<file path="config.mk">
export PLATFORM = sky130hd
export DESIGN_NAME = dcache_top
export DESIGN_NICKNAME = d
export VERILOG_FILES = /design/src/hdl/mem_bus_pkg.sv /design/src/hdl/dcache_pkg.sv /design/src/hdl/mem_bus_if.sv /design/src/hdl/bus_arbiter.sv /design/src/hdl/line_fill_unit.sv /design/src/hdl/victim_writer.sv /design/src/hdl/dcache_ctrl.sv /design/src/hdl/dcache_top.sv
export SDC_FILE = /design/constraint.sdc
export NUM_CORES = 2
export LEC_CHECK = 0
export BUFFER_PORTS_ARGS = -buffer_cell sky130_fd_sc_hd__buf_4
export CAP_MARGIN = 20
export CORE_ASPECT_RATIO = 0.9
export CORE_MARGIN = 1
export CORE_UTILIZATION = 60
export DETAILED_ROUTE_END_ITERATION = 8
export PLACE_DENSITY = 0.75
export SKIP_CTS_REPAIR_TIMING = 1
export SLEW_MARGIN = 25
export SYNTH_ARGS = -nofsm -noshare
export SYNTH_HDL_FRONTEND = slang
export SYNTH_SLANG_ARGS = --single-unit
</file>
<file path="constraint.sdc">
create_clock -name clk -period 22.9 [get_ports clk]
set_clock_uncertainty 0.2 [all_clocks]
set_input_delay 3.435 -clock clk [delete_from_list [all_inputs] [get_ports clk]]
set_output_delay 3.435 -clock clk [all_outputs]
set_load 0.03 [all_outputs]
</file>
<file path="src/hdl/mem_bus_pkg.sv">
package mem_bus_pkg;

    localparam int addr_w  = 32;
    localparam int word_w  = 32;
    localparam int strb_w  = word_w / 8;
    // burst length field holds beats minus one
    localparam int beats_w = 2;

    typedef logic [addr_w-1:0]  addr_t;
    typedef logic [word_w-1:0]  word_t;
    typedef logic [strb_w-1:0]  strb_t;
    typedef logic [beats_w-1:0] len_t;

    // every byte lane enabled, used for line writebacks
    localparam strb_t strb_full = '1;

    localparam len_t len_single = '0;

    // owner codes of the shared bus
    localparam logic owner_fill = 1'b0;
    localparam logic owner_wb   = 1'b1;

endpackage

</file>
<file path="src/hdl/dcache_pkg.sv">
package dcache_pkg;

    localparam int line_words = 4;
    localparam int num_lines  = 16;

    localparam int byte_sel_w = 2;
    localparam int word_sel_w = 2;
    localparam int offset_w   = word_sel_w + byte_sel_w;
    localparam int index_w    = 4;
    localparam int tag_w      = mem_bus_pkg::addr_w - index_w - offset_w;

    typedef logic [tag_w-1:0]      tag_t;
    typedef logic [index_w-1:0]    index_t;
    typedef logic [word_sel_w-1:0] word_sel_t;
    typedef mem_bus_pkg::word_t [line_words-1:0] line_t;

    typedef enum logic [2:0] {
        IDLE,
        LOOKUP,
        MISS,
        REFILL,
        UNC_WAIT,
        RESPOND
    } ctrl_state_t;

endpackage

</file>
<file path="src/hdl/mem_bus_if.sv">
`timescale 1ns/1ps

interface mem_bus_if;
    import mem_bus_pkg::*;

    logic  req;
    logic  we;
    addr_t addr;
    len_t  len;
    word_t wdata;
    strb_t wstrb;
    logic  wvalid;
    logic  wlast;

    // responses, routed back by the arbiter
    logic  gnt_rdy;
    logic  rvalid;
    word_t rdata;
    logic  rlast;
    logic  bvalid;

    modport agent (
        output req, we, addr, len, wdata, wstrb, wvalid, wlast,
        input  gnt_rdy, rvalid, rdata, rlast, bvalid
    );

    modport arbiter (
        input  req, we, addr, len, wdata, wstrb, wvalid, wlast,
        output gnt_rdy, rvalid, rdata, rlast, bvalid
    );

endinterface

</file>
<file path="src/hdl/bus_arbiter.sv">
`timescale 1ns/1ps

module bus_arbiter (
    input  logic                clk,
    input  logic                arst_n,
    mem_bus_if.arbiter          fill_bus,
    mem_bus_if.arbiter          wb_bus,
    output logic                mem_req,
    output logic                mem_we,
    output mem_bus_pkg::addr_t  mem_addr,
    output mem_bus_pkg::len_t   mem_len,
    output logic                mem_wvalid,
    output mem_bus_pkg::word_t  mem_wdata,
    output mem_bus_pkg::strb_t  mem_wstrb,
    output logic                mem_wlast,
    output logic                mem_bready,
    input  logic                mem_rdy,
    input  logic                mem_rvalid,
    input  mem_bus_pkg::word_t  mem_rdata,
    input  logic                mem_rlast,
    input  logic                mem_bvalid
);
    import mem_bus_pkg::*;

    logic open_q, accepted_q, owner_q, we_q, wdone_q;
    logic cur, accept, xfer_done;

    // writer wins when the bus is idle, otherwise the locked owner
    assign cur = open_q ? owner_q : (wb_bus.req ? owner_wb : owner_fill);

    assign mem_req  = !accepted_q && (cur == owner_wb ? wb_bus.req : fill_bus.req);
    assign mem_we   = cur == owner_wb ? wb_bus.we : fill_bus.we;
    assign mem_addr = cur == owner_wb ? wb_bus.addr : fill_bus.addr;
    assign mem_len  = cur == owner_wb ? wb_bus.len : fill_bus.len;

    assign mem_wvalid = accepted_q && (cur == owner_wb ? wb_bus.wvalid : fill_bus.wvalid);
    assign mem_wdata  = cur == owner_wb ? wb_bus.wdata : fill_bus.wdata;
    assign mem_wstrb  = cur == owner_wb ? wb_bus.wstrb : fill_bus.wstrb;
    assign mem_wlast  = cur == owner_wb ? wb_bus.wlast : fill_bus.wlast;
    assign mem_bready = accepted_q && we_q && wdone_q;

    assign accept    = mem_req && mem_rdy;
    assign xfer_done = accepted_q && (we_q ? mem_bvalid : (mem_rvalid && mem_rlast));

    // responses go to the owner only
    assign fill_bus.gnt_rdy = accept && cur == owner_fill;
    assign fill_bus.rvalid  = accepted_q && owner_q == owner_fill && mem_rvalid;
    assign fill_bus.rlast   = accepted_q && owner_q == owner_fill && mem_rlast;
    assign fill_bus.bvalid  = accepted_q && owner_q == owner_fill && mem_bvalid;
    assign fill_bus.rdata   = mem_rdata;
    assign wb_bus.gnt_rdy   = accept && cur == owner_wb;
    assign wb_bus.rvalid    = accepted_q && owner_q == owner_wb && mem_rvalid;
    assign wb_bus.rlast     = accepted_q && owner_q == owner_wb && mem_rlast;
    assign wb_bus.bvalid    = accepted_q && owner_q == owner_wb && mem_bvalid;
    assign wb_bus.rdata     = mem_rdata;

    always_ff @(posedge clk or negedge arst_n) begin
        if (!arst_n) begin
            open_q     <= 1'b0;
            accepted_q <= 1'b0;
            owner_q    <= owner_fill;
            we_q       <= 1'b0;
            wdone_q    <= 1'b0;
        end else if (xfer_done) begin
            open_q     <= 1'b0;
            accepted_q <= 1'b0;
            wdone_q    <= 1'b0;
        end else begin
            if (mem_req && !open_q) begin
                open_q  <= 1'b1;
                owner_q <= cur;
            end
            if (accept) begin
                accepted_q <= 1'b1;
                we_q       <= mem_we;
            end
            if (mem_wvalid && mem_wlast)
                wdone_q <= 1'b1;
        end
    end

    owner_locked: assert property (@(posedge clk) disable iff (!arst_n)
        open_q && !xfer_done |=> open_q && $stable(owner_q));

endmodule

</file>
<file path="src/hdl/line_fill_unit.sv">
`timescale 1ns/1ps

module line_fill_unit (
    input  logic               clk,
    input  logic               arst_n,
    input  logic               start,
    input  logic               uncached,
    input  mem_bus_pkg::addr_t addr,
    output logic               done,
    output dcache_pkg::line_t  line,
    mem_bus_if.agent           bus
);
    import mem_bus_pkg::*;
    import dcache_pkg::*;

    logic      req_q, out_q, uncached_q, done_q;
    addr_t     addr_q;
    word_sel_t beat_q;
    line_t     line_q;

    assign bus.req    = req_q;
    assign bus.we     = 1'b0;
    assign bus.addr   = addr_q;
    assign bus.len    = uncached_q ? len_single : len_t'(line_words - 1);
    assign bus.wdata  = '0;
    assign bus.wstrb  = '0;
    assign bus.wvalid = 1'b0;
    assign bus.wlast  = 1'b0;

    assign done = done_q;
    assign line = line_q;

    always_ff @(posedge clk or negedge arst_n) begin
        if (!arst_n) begin
            req_q  <= 1'b0;
            out_q  <= 1'b0;
            done_q <= 1'b0;
        end else begin
            done_q <= out_q && bus.rvalid && bus.rlast;
            if (start)
                req_q <= 1'b1;
            else if (req_q && bus.gnt_rdy)
                req_q <= 1'b0;
            if (req_q && bus.gnt_rdy)
                out_q <= 1'b1;
            else if (bus.rvalid && bus.rlast)
                out_q <= 1'b0;
        end
    end

    // uncached word lands at its own slot of the line
    always_ff @(posedge clk) begin
        if (start) begin
            uncached_q <= uncached;
            addr_q <= uncached ? {addr[addr_w-1:byte_sel_w], byte_sel_w'(0)}
                               : {addr[addr_w-1:offset_w], offset_w'(0)};
            beat_q <= uncached ? addr[offset_w-1:byte_sel_w] : '0;
        end else if (bus.rvalid) begin
            line_q[beat_q] <= bus.rdata;
            beat_q <= beat_q + 1'b1;
        end
    end

    rvalid_outstanding: assert property (@(posedge clk) disable iff (!arst_n)
        bus.rvalid |-> out_q);

endmodule

</file>
<file path="src/hdl/victim_writer.sv">
`timescale 1ns/1ps

module victim_writer (
    input  logic               clk,
    input  logic               arst_n,
    input  logic               start,
    input  logic               uncached,
    input  mem_bus_pkg::addr_t addr,
    input  dcache_pkg::line_t  line,
    input  mem_bus_pkg::strb_t strb,
    output logic               done,
    mem_bus_if.agent           bus
);
    import mem_bus_pkg::*;
    import dcache_pkg::*;

    logic      req_q, stream_q, wait_b_q, uncached_q, done_q;
    addr_t     addr_q;
    strb_t     strb_q;
    line_t     line_q;
    word_sel_t beat_q;
    len_t      left_q;

    assign bus.req    = req_q;
    assign bus.we     = 1'b1;
    assign bus.addr   = addr_q;
    assign bus.len    = uncached_q ? len_single : len_t'(line_words - 1);
    assign bus.wdata  = line_q[beat_q];
    assign bus.wstrb  = strb_q;
    assign bus.wvalid = stream_q;
    assign bus.wlast  = stream_q && left_q == '0;

    assign done = done_q;

    always_ff @(posedge clk or negedge arst_n) begin
        if (!arst_n) begin
            req_q    <= 1'b0;
            stream_q <= 1'b0;
            wait_b_q <= 1'b0;
            done_q   <= 1'b0;
        end else begin
            done_q <= wait_b_q && bus.bvalid;
            if (start)
                req_q <= 1'b1;
            else if (req_q && bus.gnt_rdy)
                req_q <= 1'b0;
            // beats start the cycle after acceptance
            if (req_q && bus.gnt_rdy)
                stream_q <= 1'b1;
            else if (bus.wlast)
                stream_q <= 1'b0;
            if (bus.wlast)
                wait_b_q <= 1'b1;
            else if (bus.bvalid)
                wait_b_q <= 1'b0;
        end
    end

    always_ff @(posedge clk) begin
        if (start) begin
            uncached_q <= uncached;
            addr_q <= uncached ? addr : {addr[addr_w-1:offset_w], offset_w'(0)};
            strb_q <= uncached ? strb : strb_full;
            line_q <= line;
            beat_q <= uncached ? addr[offset_w-1:byte_sel_w] : '0;
            left_q <= uncached ? len_single : len_t'(line_words - 1);
        end else if (stream_q) begin
            beat_q <= beat_q + 1'b1;
            left_q <= left_q - 1'b1;
        end
    end

endmodule

</file>
<file path="src/hdl/dcache_ctrl.sv">
`timescale 1ns/1ps

module dcache_ctrl (
    input  logic               clk,
    input  logic               arst_n,
    input  logic               valid,
    input  logic               op,
    input  logic               uncache,
    input  mem_bus_pkg::addr_t addr,
    input  mem_bus_pkg::strb_t wstrb,
    input  mem_bus_pkg::word_t wdata,
    output logic               ready,
    output logic               data_valid,
    output mem_bus_pkg::word_t rdata,
    output logic               fill_start,
    output logic               fill_uncached,
    output mem_bus_pkg::addr_t fill_addr,
    input  logic               fill_done,
    input  dcache_pkg::line_t  fill_line,
    output logic               wb_start,
    output logic               wb_uncached,
    output mem_bus_pkg::addr_t wb_addr,
    output dcache_pkg::line_t  wb_line,
    output mem_bus_pkg::strb_t wb_strb,
    input  logic               wb_done
);
    import mem_bus_pkg::*;
    import dcache_pkg::*;

    tag_t  tag_arr  [num_lines];
    line_t data_arr [num_lines];
    logic [num_lines-1:0] valid_bits, dirty_bits;

    ctrl_state_t state_q;
    logic        op_q, unc_q;
    addr_t       addr_q;
    strb_t       strb_q;
    word_t       wdata_q, rdata_q;

    index_t    idx;
    tag_t      tag;
    word_sel_t wsel;
    logic      hit, victim_dirty, accept;

    function automatic line_t merge(line_t old, word_sel_t sel, strb_t be, word_t din);
        line_t res;
        res = old;
        for (int b = 0; b < strb_w; b++) begin
            if (be[b])
                res[sel][b*8 +: 8] = din[b*8 +: 8];
        end
        return res;
    endfunction

    assign idx  = addr_q[offset_w +: index_w];
    assign tag  = addr_q[addr_w-1 -: tag_w];
    assign wsel = addr_q[offset_w-1:byte_sel_w];

    assign hit          = valid_bits[idx] && tag_arr[idx] == tag;
    assign victim_dirty = valid_bits[idx] && dirty_bits[idx];

    // RESPOND doubles as an accepting cycle
    assign ready      = state_q == IDLE || state_q == RESPOND;
    assign data_valid = state_q == RESPOND;
    assign rdata      = rdata_q;
    assign accept     = valid && ready;

    assign fill_start = (state_q == LOOKUP && !op_q && unc_q)
                      || (state_q == LOOKUP && !unc_q && !hit && !victim_dirty)
                      || (state_q == MISS && wb_done);
    assign wb_start   = (state_q == LOOKUP && op_q && unc_q)
                      || (state_q == LOOKUP && !unc_q && !hit && victim_dirty);

    assign fill_uncached = unc_q;
    assign fill_addr     = addr_q;
    assign wb_uncached   = unc_q;
    assign wb_addr   = unc_q ? addr_q : {tag_arr[idx], idx, offset_w'(0)};
    assign wb_line   = unc_q ? {line_words{wdata_q}} : data_arr[idx];
    assign wb_strb   = strb_q;

    always_ff @(posedge clk) begin
        if (accept) begin
            op_q    <= op;
            unc_q   <= uncache;
            addr_q  <= addr;
            strb_q  <= wstrb;
            wdata_q <= wdata;
        end
        if (state_q == LOOKUP && !unc_q && hit) begin
            rdata_q <= data_arr[idx][wsel];
            if (op_q)
                data_arr[idx] <= merge(data_arr[idx], wsel, strb_q, wdata_q);
        end
        // install the refilled line with any pending store bytes
        if (state_q == REFILL && fill_done) begin
            rdata_q       <= fill_line[wsel];
            tag_arr[idx]  <= tag;
            data_arr[idx] <= merge(fill_line, wsel, op_q ? strb_q : '0, wdata_q);
        end
        if (state_q == UNC_WAIT && fill_done)
            rdata_q <= fill_line[wsel];
    end

    always_ff @(posedge clk or negedge arst_n) begin
        if (!arst_n) begin
            state_q    <= IDLE;
            valid_bits <= '0;
            dirty_bits <= '0;
        end else begin
            case (state_q)
                IDLE, RESPOND: state_q <= accept ? LOOKUP : IDLE;
                LOOKUP: begin
                    if (unc_q)
                        state_q <= UNC_WAIT;
                    else if (hit) begin
                        state_q <= RESPOND;
                        if (op_q)
                            dirty_bits[idx] <= 1'b1;
                    end else
                        state_q <= victim_dirty ? MISS : REFILL;
                end
                MISS: if (wb_done) state_q <= REFILL;
                REFILL: begin
                    if (fill_done) begin
                        state_q         <= RESPOND;
                        valid_bits[idx] <= 1'b1;
                        dirty_bits[idx] <= op_q;
                    end
                end
                UNC_WAIT: if (fill_done || wb_done) state_q <= RESPOND;
                default: state_q <= IDLE;
            endcase
        end
    end

    ready_only_with_data: assert property (@(posedge clk) disable iff (!arst_n)
        $rose(ready) |-> data_valid);

    one_agent_start: assert property (@(posedge clk) disable iff (!arst_n)
        !(fill_start && wb_start));

endmodule

</file>
<file path="src/hdl/dcache_top.sv">
`timescale 1ns/1ps

module dcache_top (
    input  logic               clk,
    input  logic               arst_n,
    input  logic               valid,
    input  logic               op,
    input  logic               uncache,
    input  mem_bus_pkg::addr_t addr,
    input  mem_bus_pkg::strb_t wstrb,
    input  mem_bus_pkg::word_t wdata,
    output logic               ready,
    output logic               data_valid,
    output mem_bus_pkg::word_t rdata,
    output logic               mem_req,
    output logic               mem_we,
    output mem_bus_pkg::addr_t mem_addr,
    output mem_bus_pkg::len_t  mem_len,
    input  logic               mem_rdy,
    input  logic               mem_rvalid,
    input  mem_bus_pkg::word_t mem_rdata,
    input  logic               mem_rlast,
    output logic               mem_wvalid,
    output mem_bus_pkg::word_t mem_wdata,
    output mem_bus_pkg::strb_t mem_wstrb,
    output logic               mem_wlast,
    output logic               mem_bready,
    input  logic               mem_bvalid
);
    import mem_bus_pkg::*;
    import dcache_pkg::*;

    logic  fill_start, fill_uncached, fill_done;
    logic  wb_start, wb_uncached, wb_done;
    addr_t fill_addr, wb_addr;
    line_t fill_line, wb_line;
    strb_t wb_strb;

    mem_bus_if fill_bus ();
    mem_bus_if wb_bus ();

    dcache_ctrl u_ctrl (.*);

    line_fill_unit u_fill (
        .clk      (clk),
        .arst_n   (arst_n),
        .start    (fill_start),
        .uncached (fill_uncached),
        .addr     (fill_addr),
        .done     (fill_done),
        .line     (fill_line),
        .bus      (fill_bus.agent)
    );

    victim_writer u_wb (
        .clk      (clk),
        .arst_n   (arst_n),
        .start    (wb_start),
        .uncached (wb_uncached),
        .addr     (wb_addr),
        .line     (wb_line),
        .strb     (wb_strb),
        .done     (wb_done),
        .bus      (wb_bus.agent)
    );

    bus_arbiter u_arb (
        .fill_bus (fill_bus.arbiter),
        .wb_bus   (wb_bus.arbiter),
        .*
    );

endmodule

</file>
=== After elaboration in Yosys (flattened, before gate mapping) ===
Memories as Yosys holds them, arrays and structs flattened. A register that Yosys moved wholly into a read port is not among the register bits.
Cells that the tools add are included.

* Register bits: 481
* RAM bits: 2432
* Input port bits: 109
* Output and inout port bits: 109
* Word-level logic and storage cells: 260
* Memories: 2

{| class="wikitable"
|+ Memory list
! memory !! depth !! width !! read ports !! clocked after Yosys merged registers in !! write ports !! RTL line !! text
|-
| u_ctrl.data_arr || 16 || 128 || 1 || 1 || 1 || dcache_ctrl.sv:31 || <nowiki>line_t data_arr [num_lines];</nowiki>
|-
| u_ctrl.tag_arr || 16 || 24 || 1 || 1 || 1 || dcache_ctrl.sv:30 || <nowiki>tag_t tag_arr [num_lines];</nowiki>
|}

* Add/sub/neg operators: 3
* Order comparisons: 7
* Equality and inequality tests: 12
* Muxes and demuxes: 117
* Bitwise logic cells: 7
* Reduce and logical (&&, ||, !) cells: 73

{| class="wikitable"
|+ Operators by type and width
! operator !! number
|-
| $mux 128 || 22
|-
| $bwmux 128 || 9
|-
| $mux 32 || 11
|-
| $demux 32 s2 || 5
|-
| $bmux 32 s2 || 3
|-
| $mux 16 || 5
|-
| $logic_and 1x1->1 || 41
|-
| $mux 1 || 33
|-
| $or 16x16->16 || 2
|-
| $pmux 16 s2 || 1
|-
| $eq 24x24->1 || 1
|-
| $mux 2 || 12
|-
| $mux 24 || 1
|-
| $reduce_bool 2->1 || 11
|-
| $bwmux 16 || 1
|-
| $mux 4 || 4
|-
| $mux 3 || 5
|-
| $pmux 3 s5 || 1
|-
| $lt 2x3->1 const B || 3
|-
| $bmux 1 s4 || 2
|-
| $mux 8 || 1
|-
| $ne 2x1->1 const B || 4
|-
| $reduce_and 2->1 || 4
|-
| $eq 3x2->1 const B || 2
|-
| other kinds (19) || 35
|}

=== Logic depth before layout (Yosys ltp) ===
* Depth in word-level cells: 21
* Depth in mapped cells: 17
* Depth with buffers taken out: 9

=== By module ===
Synthesis repeated with hierarchy kept, for this count alone.

* Cells, all modules: 5765
* Area total of the unflattened synthesis: 116943.4 µm²

{| class="wikitable"
|+ Modules (own cells, without submodules)
! module !! instances !! cells each !! area each (µm²) !! sequential area each (µm²)
|-
| dcache_ctrl || 1 || 4953 || 103625.6 || 77048.9
|-
| victim_writer || 1 || 247 || 6204.7 || 5175.0
|-
| line_fill_unit || 1 || 230 || 5401.4 || 4909.7
|-
| bus_arbiter || 1 || 335 || 1711.6 || 125.1
|}

=== Least setup slack after synthesis ===
No wires, ideal clock.

* Path kind: reg2reg
* Start point: register with a tool-made name
* End point: memory u_ctrl.data_arr[1][0] (netlist bit) (enable)
* Library setup time: 792 ps
* Data arrival time: 11807 ps
* Required time: 21908 ps
* Slack: 10101 ps
* Cell stages (with the launch flop): 13
* Path buffers: 4
* Period minus slack after synthesis: 12799 ps
* Cell sequence: dfxtp_1 buf_2 buf_2 mux4_2 a32oi_2 o31ai_1 a2111oi_1 a32oi_1 or4b_1 buf_2 or2_1 buf_6 o21ai_0

{| class="wikitable"
|+ RTL lines
! what !! RTL line
|-
| end: declaration || dcache_ctrl.sv:31
|}

==> metrics <==
status complete, but fails checks; violations in the final reports design-rule violations; Finished Cell Area 130,000 um2; Final nets 6,119; Setup TNS 0 ns; starting density of the core 60.4%; # port buffers 217; max cap viols 0; Fmax ~0.11 GHz; num rows 152; vias in the first global route 60,504; average size of a mapped cell 20.4 um2; dpl ws 13.61 ns; clk buf depth 4; CP arrival 9.39 ns; Setup violations, final 0; final cell count without fillers around 8,800; core footprint 191,000 um2; Register Area 87,300 um2; Yosys reg bits 2,915; GRT Resource Usage Total 31.2%; critical path required time 23.23 ns; unrepaired setup endpoints after global routing no; DIE AREA around 190,000 um2; Synth Instances 5,669; Chip Height 418 um; Slew HR 17.2%; CTS H-tree lvls 5; worst vdd ir 104 uV; GPL Wtd Cong 0.893; CTS sink cnt between 2,000 and 3,000; setup ws final 13.84 ns; area grow syn2layout 12.4%; dpl cells 8,245; Clock Latency Late Sink 0.94 ns; chip width approximately 460 um; Synth Net Count 5,783; vias about 61,000; GRT overflow 0; CTS Buf Count 297; Tot Pwr 16.3 mW; post-DP HPWL ~160,000 um; WS Path Type flip-flop to flip-flop; register area share after synthesis 75.6%; crit path capture type flip-flop; CTS tree done; Startpoint Class flip-flop; Remaining DRCs 40; Post-synth ARST share 1.61%; final hold vios 0; Fillers 11,569; fin. max-slew vios 0; leak pwr between 40 and 50 nW; minimum clock period between 9 and 10 ns; top_reg_cell synth edfxtp_1; Post-synth EDFFs 2,864; final wirelength 301,000 um; clock transition at the registers of the reported paths about 0.06 ns; io pins ~220; Slew @ Worst Pin 1.24 ns; CTS root buffer clkbuf_16; worst hold path class flip-flop to flip-flop; FF-to-FF setup slack 13.84 ns; share of cells above drive strength 1 between 20% and 30%; final worst-path cycle share 39.5%; Post-DRT Antenna Nets 0; DRT iter0 DRCs 9,609; crit-path max FO 85; vias per cell 6.97; DP Area ~120,000 um2; synth warn 0; first-pass GRT wire length 430,000 um; Multi-input gate area 26,800 um2; library cells used by synthesis 80; antenna violations before repair 17; Cell Area, Synth 115,000 um2; Power per Cell Area 126 nW/um2; largest net degree at the start of global routing roughly 130; Pre-antenna DRT Iters 9; routed len/inst 34.3 um
layout by cell type (no fill, tap or decap), types with 12 or more instances in the layout:
cell type / count
nand2_1: 465
a221oi_1: 12
bufinv_16: 26
nand3_1: 68
buf_12: 18
inv_1: 81
and2_1: 49
o22ai_1: 133
clkbuf_1: 57
nor2_2: 29
a31oi_1: 24
clkinv_1: 52
mux2i_1: 94
edfxtp_1: 2864
nor2_1: 164
clkbuf_16: 305
mux2_2: 28
a21oi_2: 63
diode_2: 14
o21ai_0: 131
a22oi_1: 29
nor3_1: 28
a21oi_1: 47
clkinv_2: 45
mux4_2: 782
dfrtp_1: 47
nand2b_1: 32
o21ai_4: 14
buf_4: 310
and3_1: 14
kinds of logic (layout without fill, tap and decap cells):
logic type | after synthesis | in the layout | share of synthesized area (%)
and+or+nand+nor | 912 | 912 | 3.47
other | 0 | 14 | 0
muxes | 906 | 906 | 16.4
adders and majority gates | 5 | 5 | 0.0542
AOI/OAI and AO/OA | 516 | 516 | 2.73
xor gates and xnor gates | 17 | 17 | 0.129
DFF | 2915 | 2915 | 75.6
buffers and inverters | 398 | 938 | 1.60
power by group:
group          switching [mW]  internal (mW)
Combinational            2.90           1.57
Clock                    1.98           2.74
Sequential              0.181           6.96
state kept, by name, indices dropped and copies added (netlist names), 16 cells and up, named ones only:
register and count:
u_ctrl.dirty_bits 16, u_fill.line 128, u_ctrl.rdata 32, u_ctrl.valid_bits 16, u_wb.line_q 128, u_fill.bus.addr 30, u_ctrl.tag_arr 384, u_wb.bus.addr 32
u_ctrl.data_arr 2048, u_ctrl.fill_addr 32, u_ctrl.wdata_q 32
final cells by class:
| class | instances | share of cell area (%) |
|---|---|---|
| flip-flops and latches | 2915 | 67.3 |
| multi-input cells | 2356 | 20.6 |
| clock buffers | 368 | 6.11 |
| well taps | 2541 | 2.45 |
| repair buffers | 336 | 2.18 |
| clock inverters | 135 | 1.02 |
| inverters | 99 | 0.294 |
| diodes | 14 | 0.0270 |
worst paths after layout:
path	startpoint	endpoint	depth (start not counted)
worst min-delay path	u_ctrl.dirty_bits[14]	u_ctrl.dirty_bits[14]	2
worst max-delay path	flip-flop	u_ctrl.data_arr[14][71]	14
min in group asynchronous	arst_n	u_ctrl.dirty_bits[10]	1
worst min register to register	u_ctrl.dirty_bits[14]	u_ctrl.dirty_bits[14]	2
worst max register to register	flip-flop	u_ctrl.data_arr[14][71]	14
max in group asynchronous	arst_n	u_arb.accepted_q	1
layer usage:
metal / up-vias / track usage (%) / wire (um)
li1: 23961 / - / -
met1: 31654 / 42.9 / 108000
met2: 4596 / 49.0 / 145000
met3: 823 / 5.64 / 31700
met4: 10 / 15.5 / 16000
met5: - / 0 / 74
cell usage after synthesis (9+ instances only):
master,instances,area share (%)
a21oi_1,111,0.48
a221oi_1,12,0.091
a22oi_1,29,0.19
a31oi_1,24,0.13
and2_1,54,0.29
and3_1,15,0.081
buf_1,39,0.13
buf_2,60,0.26
buf_4,29,0.19
buf_6,13,0.13
clkbuf_1,153,0.50
dfrtp_1,47,1.0
edfxtp_1,2864,75
inv_1,96,0.31
mux2_2,28,0.27
mux2i_1,94,0.82
mux4_2,782,15
nand2_1,468,1.5
nand2b_1,32,0.17
nand3_1,68,0.29
nor2_1,195,0.63
nor2b_1,13,0.070
nor3_1,28,0.12
o21ai_0,136,0.59
o21ai_1,9,0.039
o21ai_2,11,0.084
o22ai_1,133,0.72
xnor2_1,11,0.084
through the flow:
step	utilization, %	hold slack, ns
floorplan	-	0.229
global placement	62.8	0.245
detailed placement	62.9	0.248
CTS	67.8	0.265
global route	67.9	0.280
finish	67.9	0.265
worst max-delay path, stage by stage (launching register included):
cell	delay [ns]
dfxtp_4	0.77
buf_12	0.61
buf_4	0.69
buf_6	0.64
mux4_2	0.58
mux2i_1	0.28
xnor2_1	0.13
nor4b_2	0.46
o221ai_1	0.20
or4b_1	0.91
or2_1	0.43
buf_4	0.30
o21ai_4	0.51
buf_4	0.85
buf_4	0.86
No activity file was read; power rests on OpenSTA's default activity.
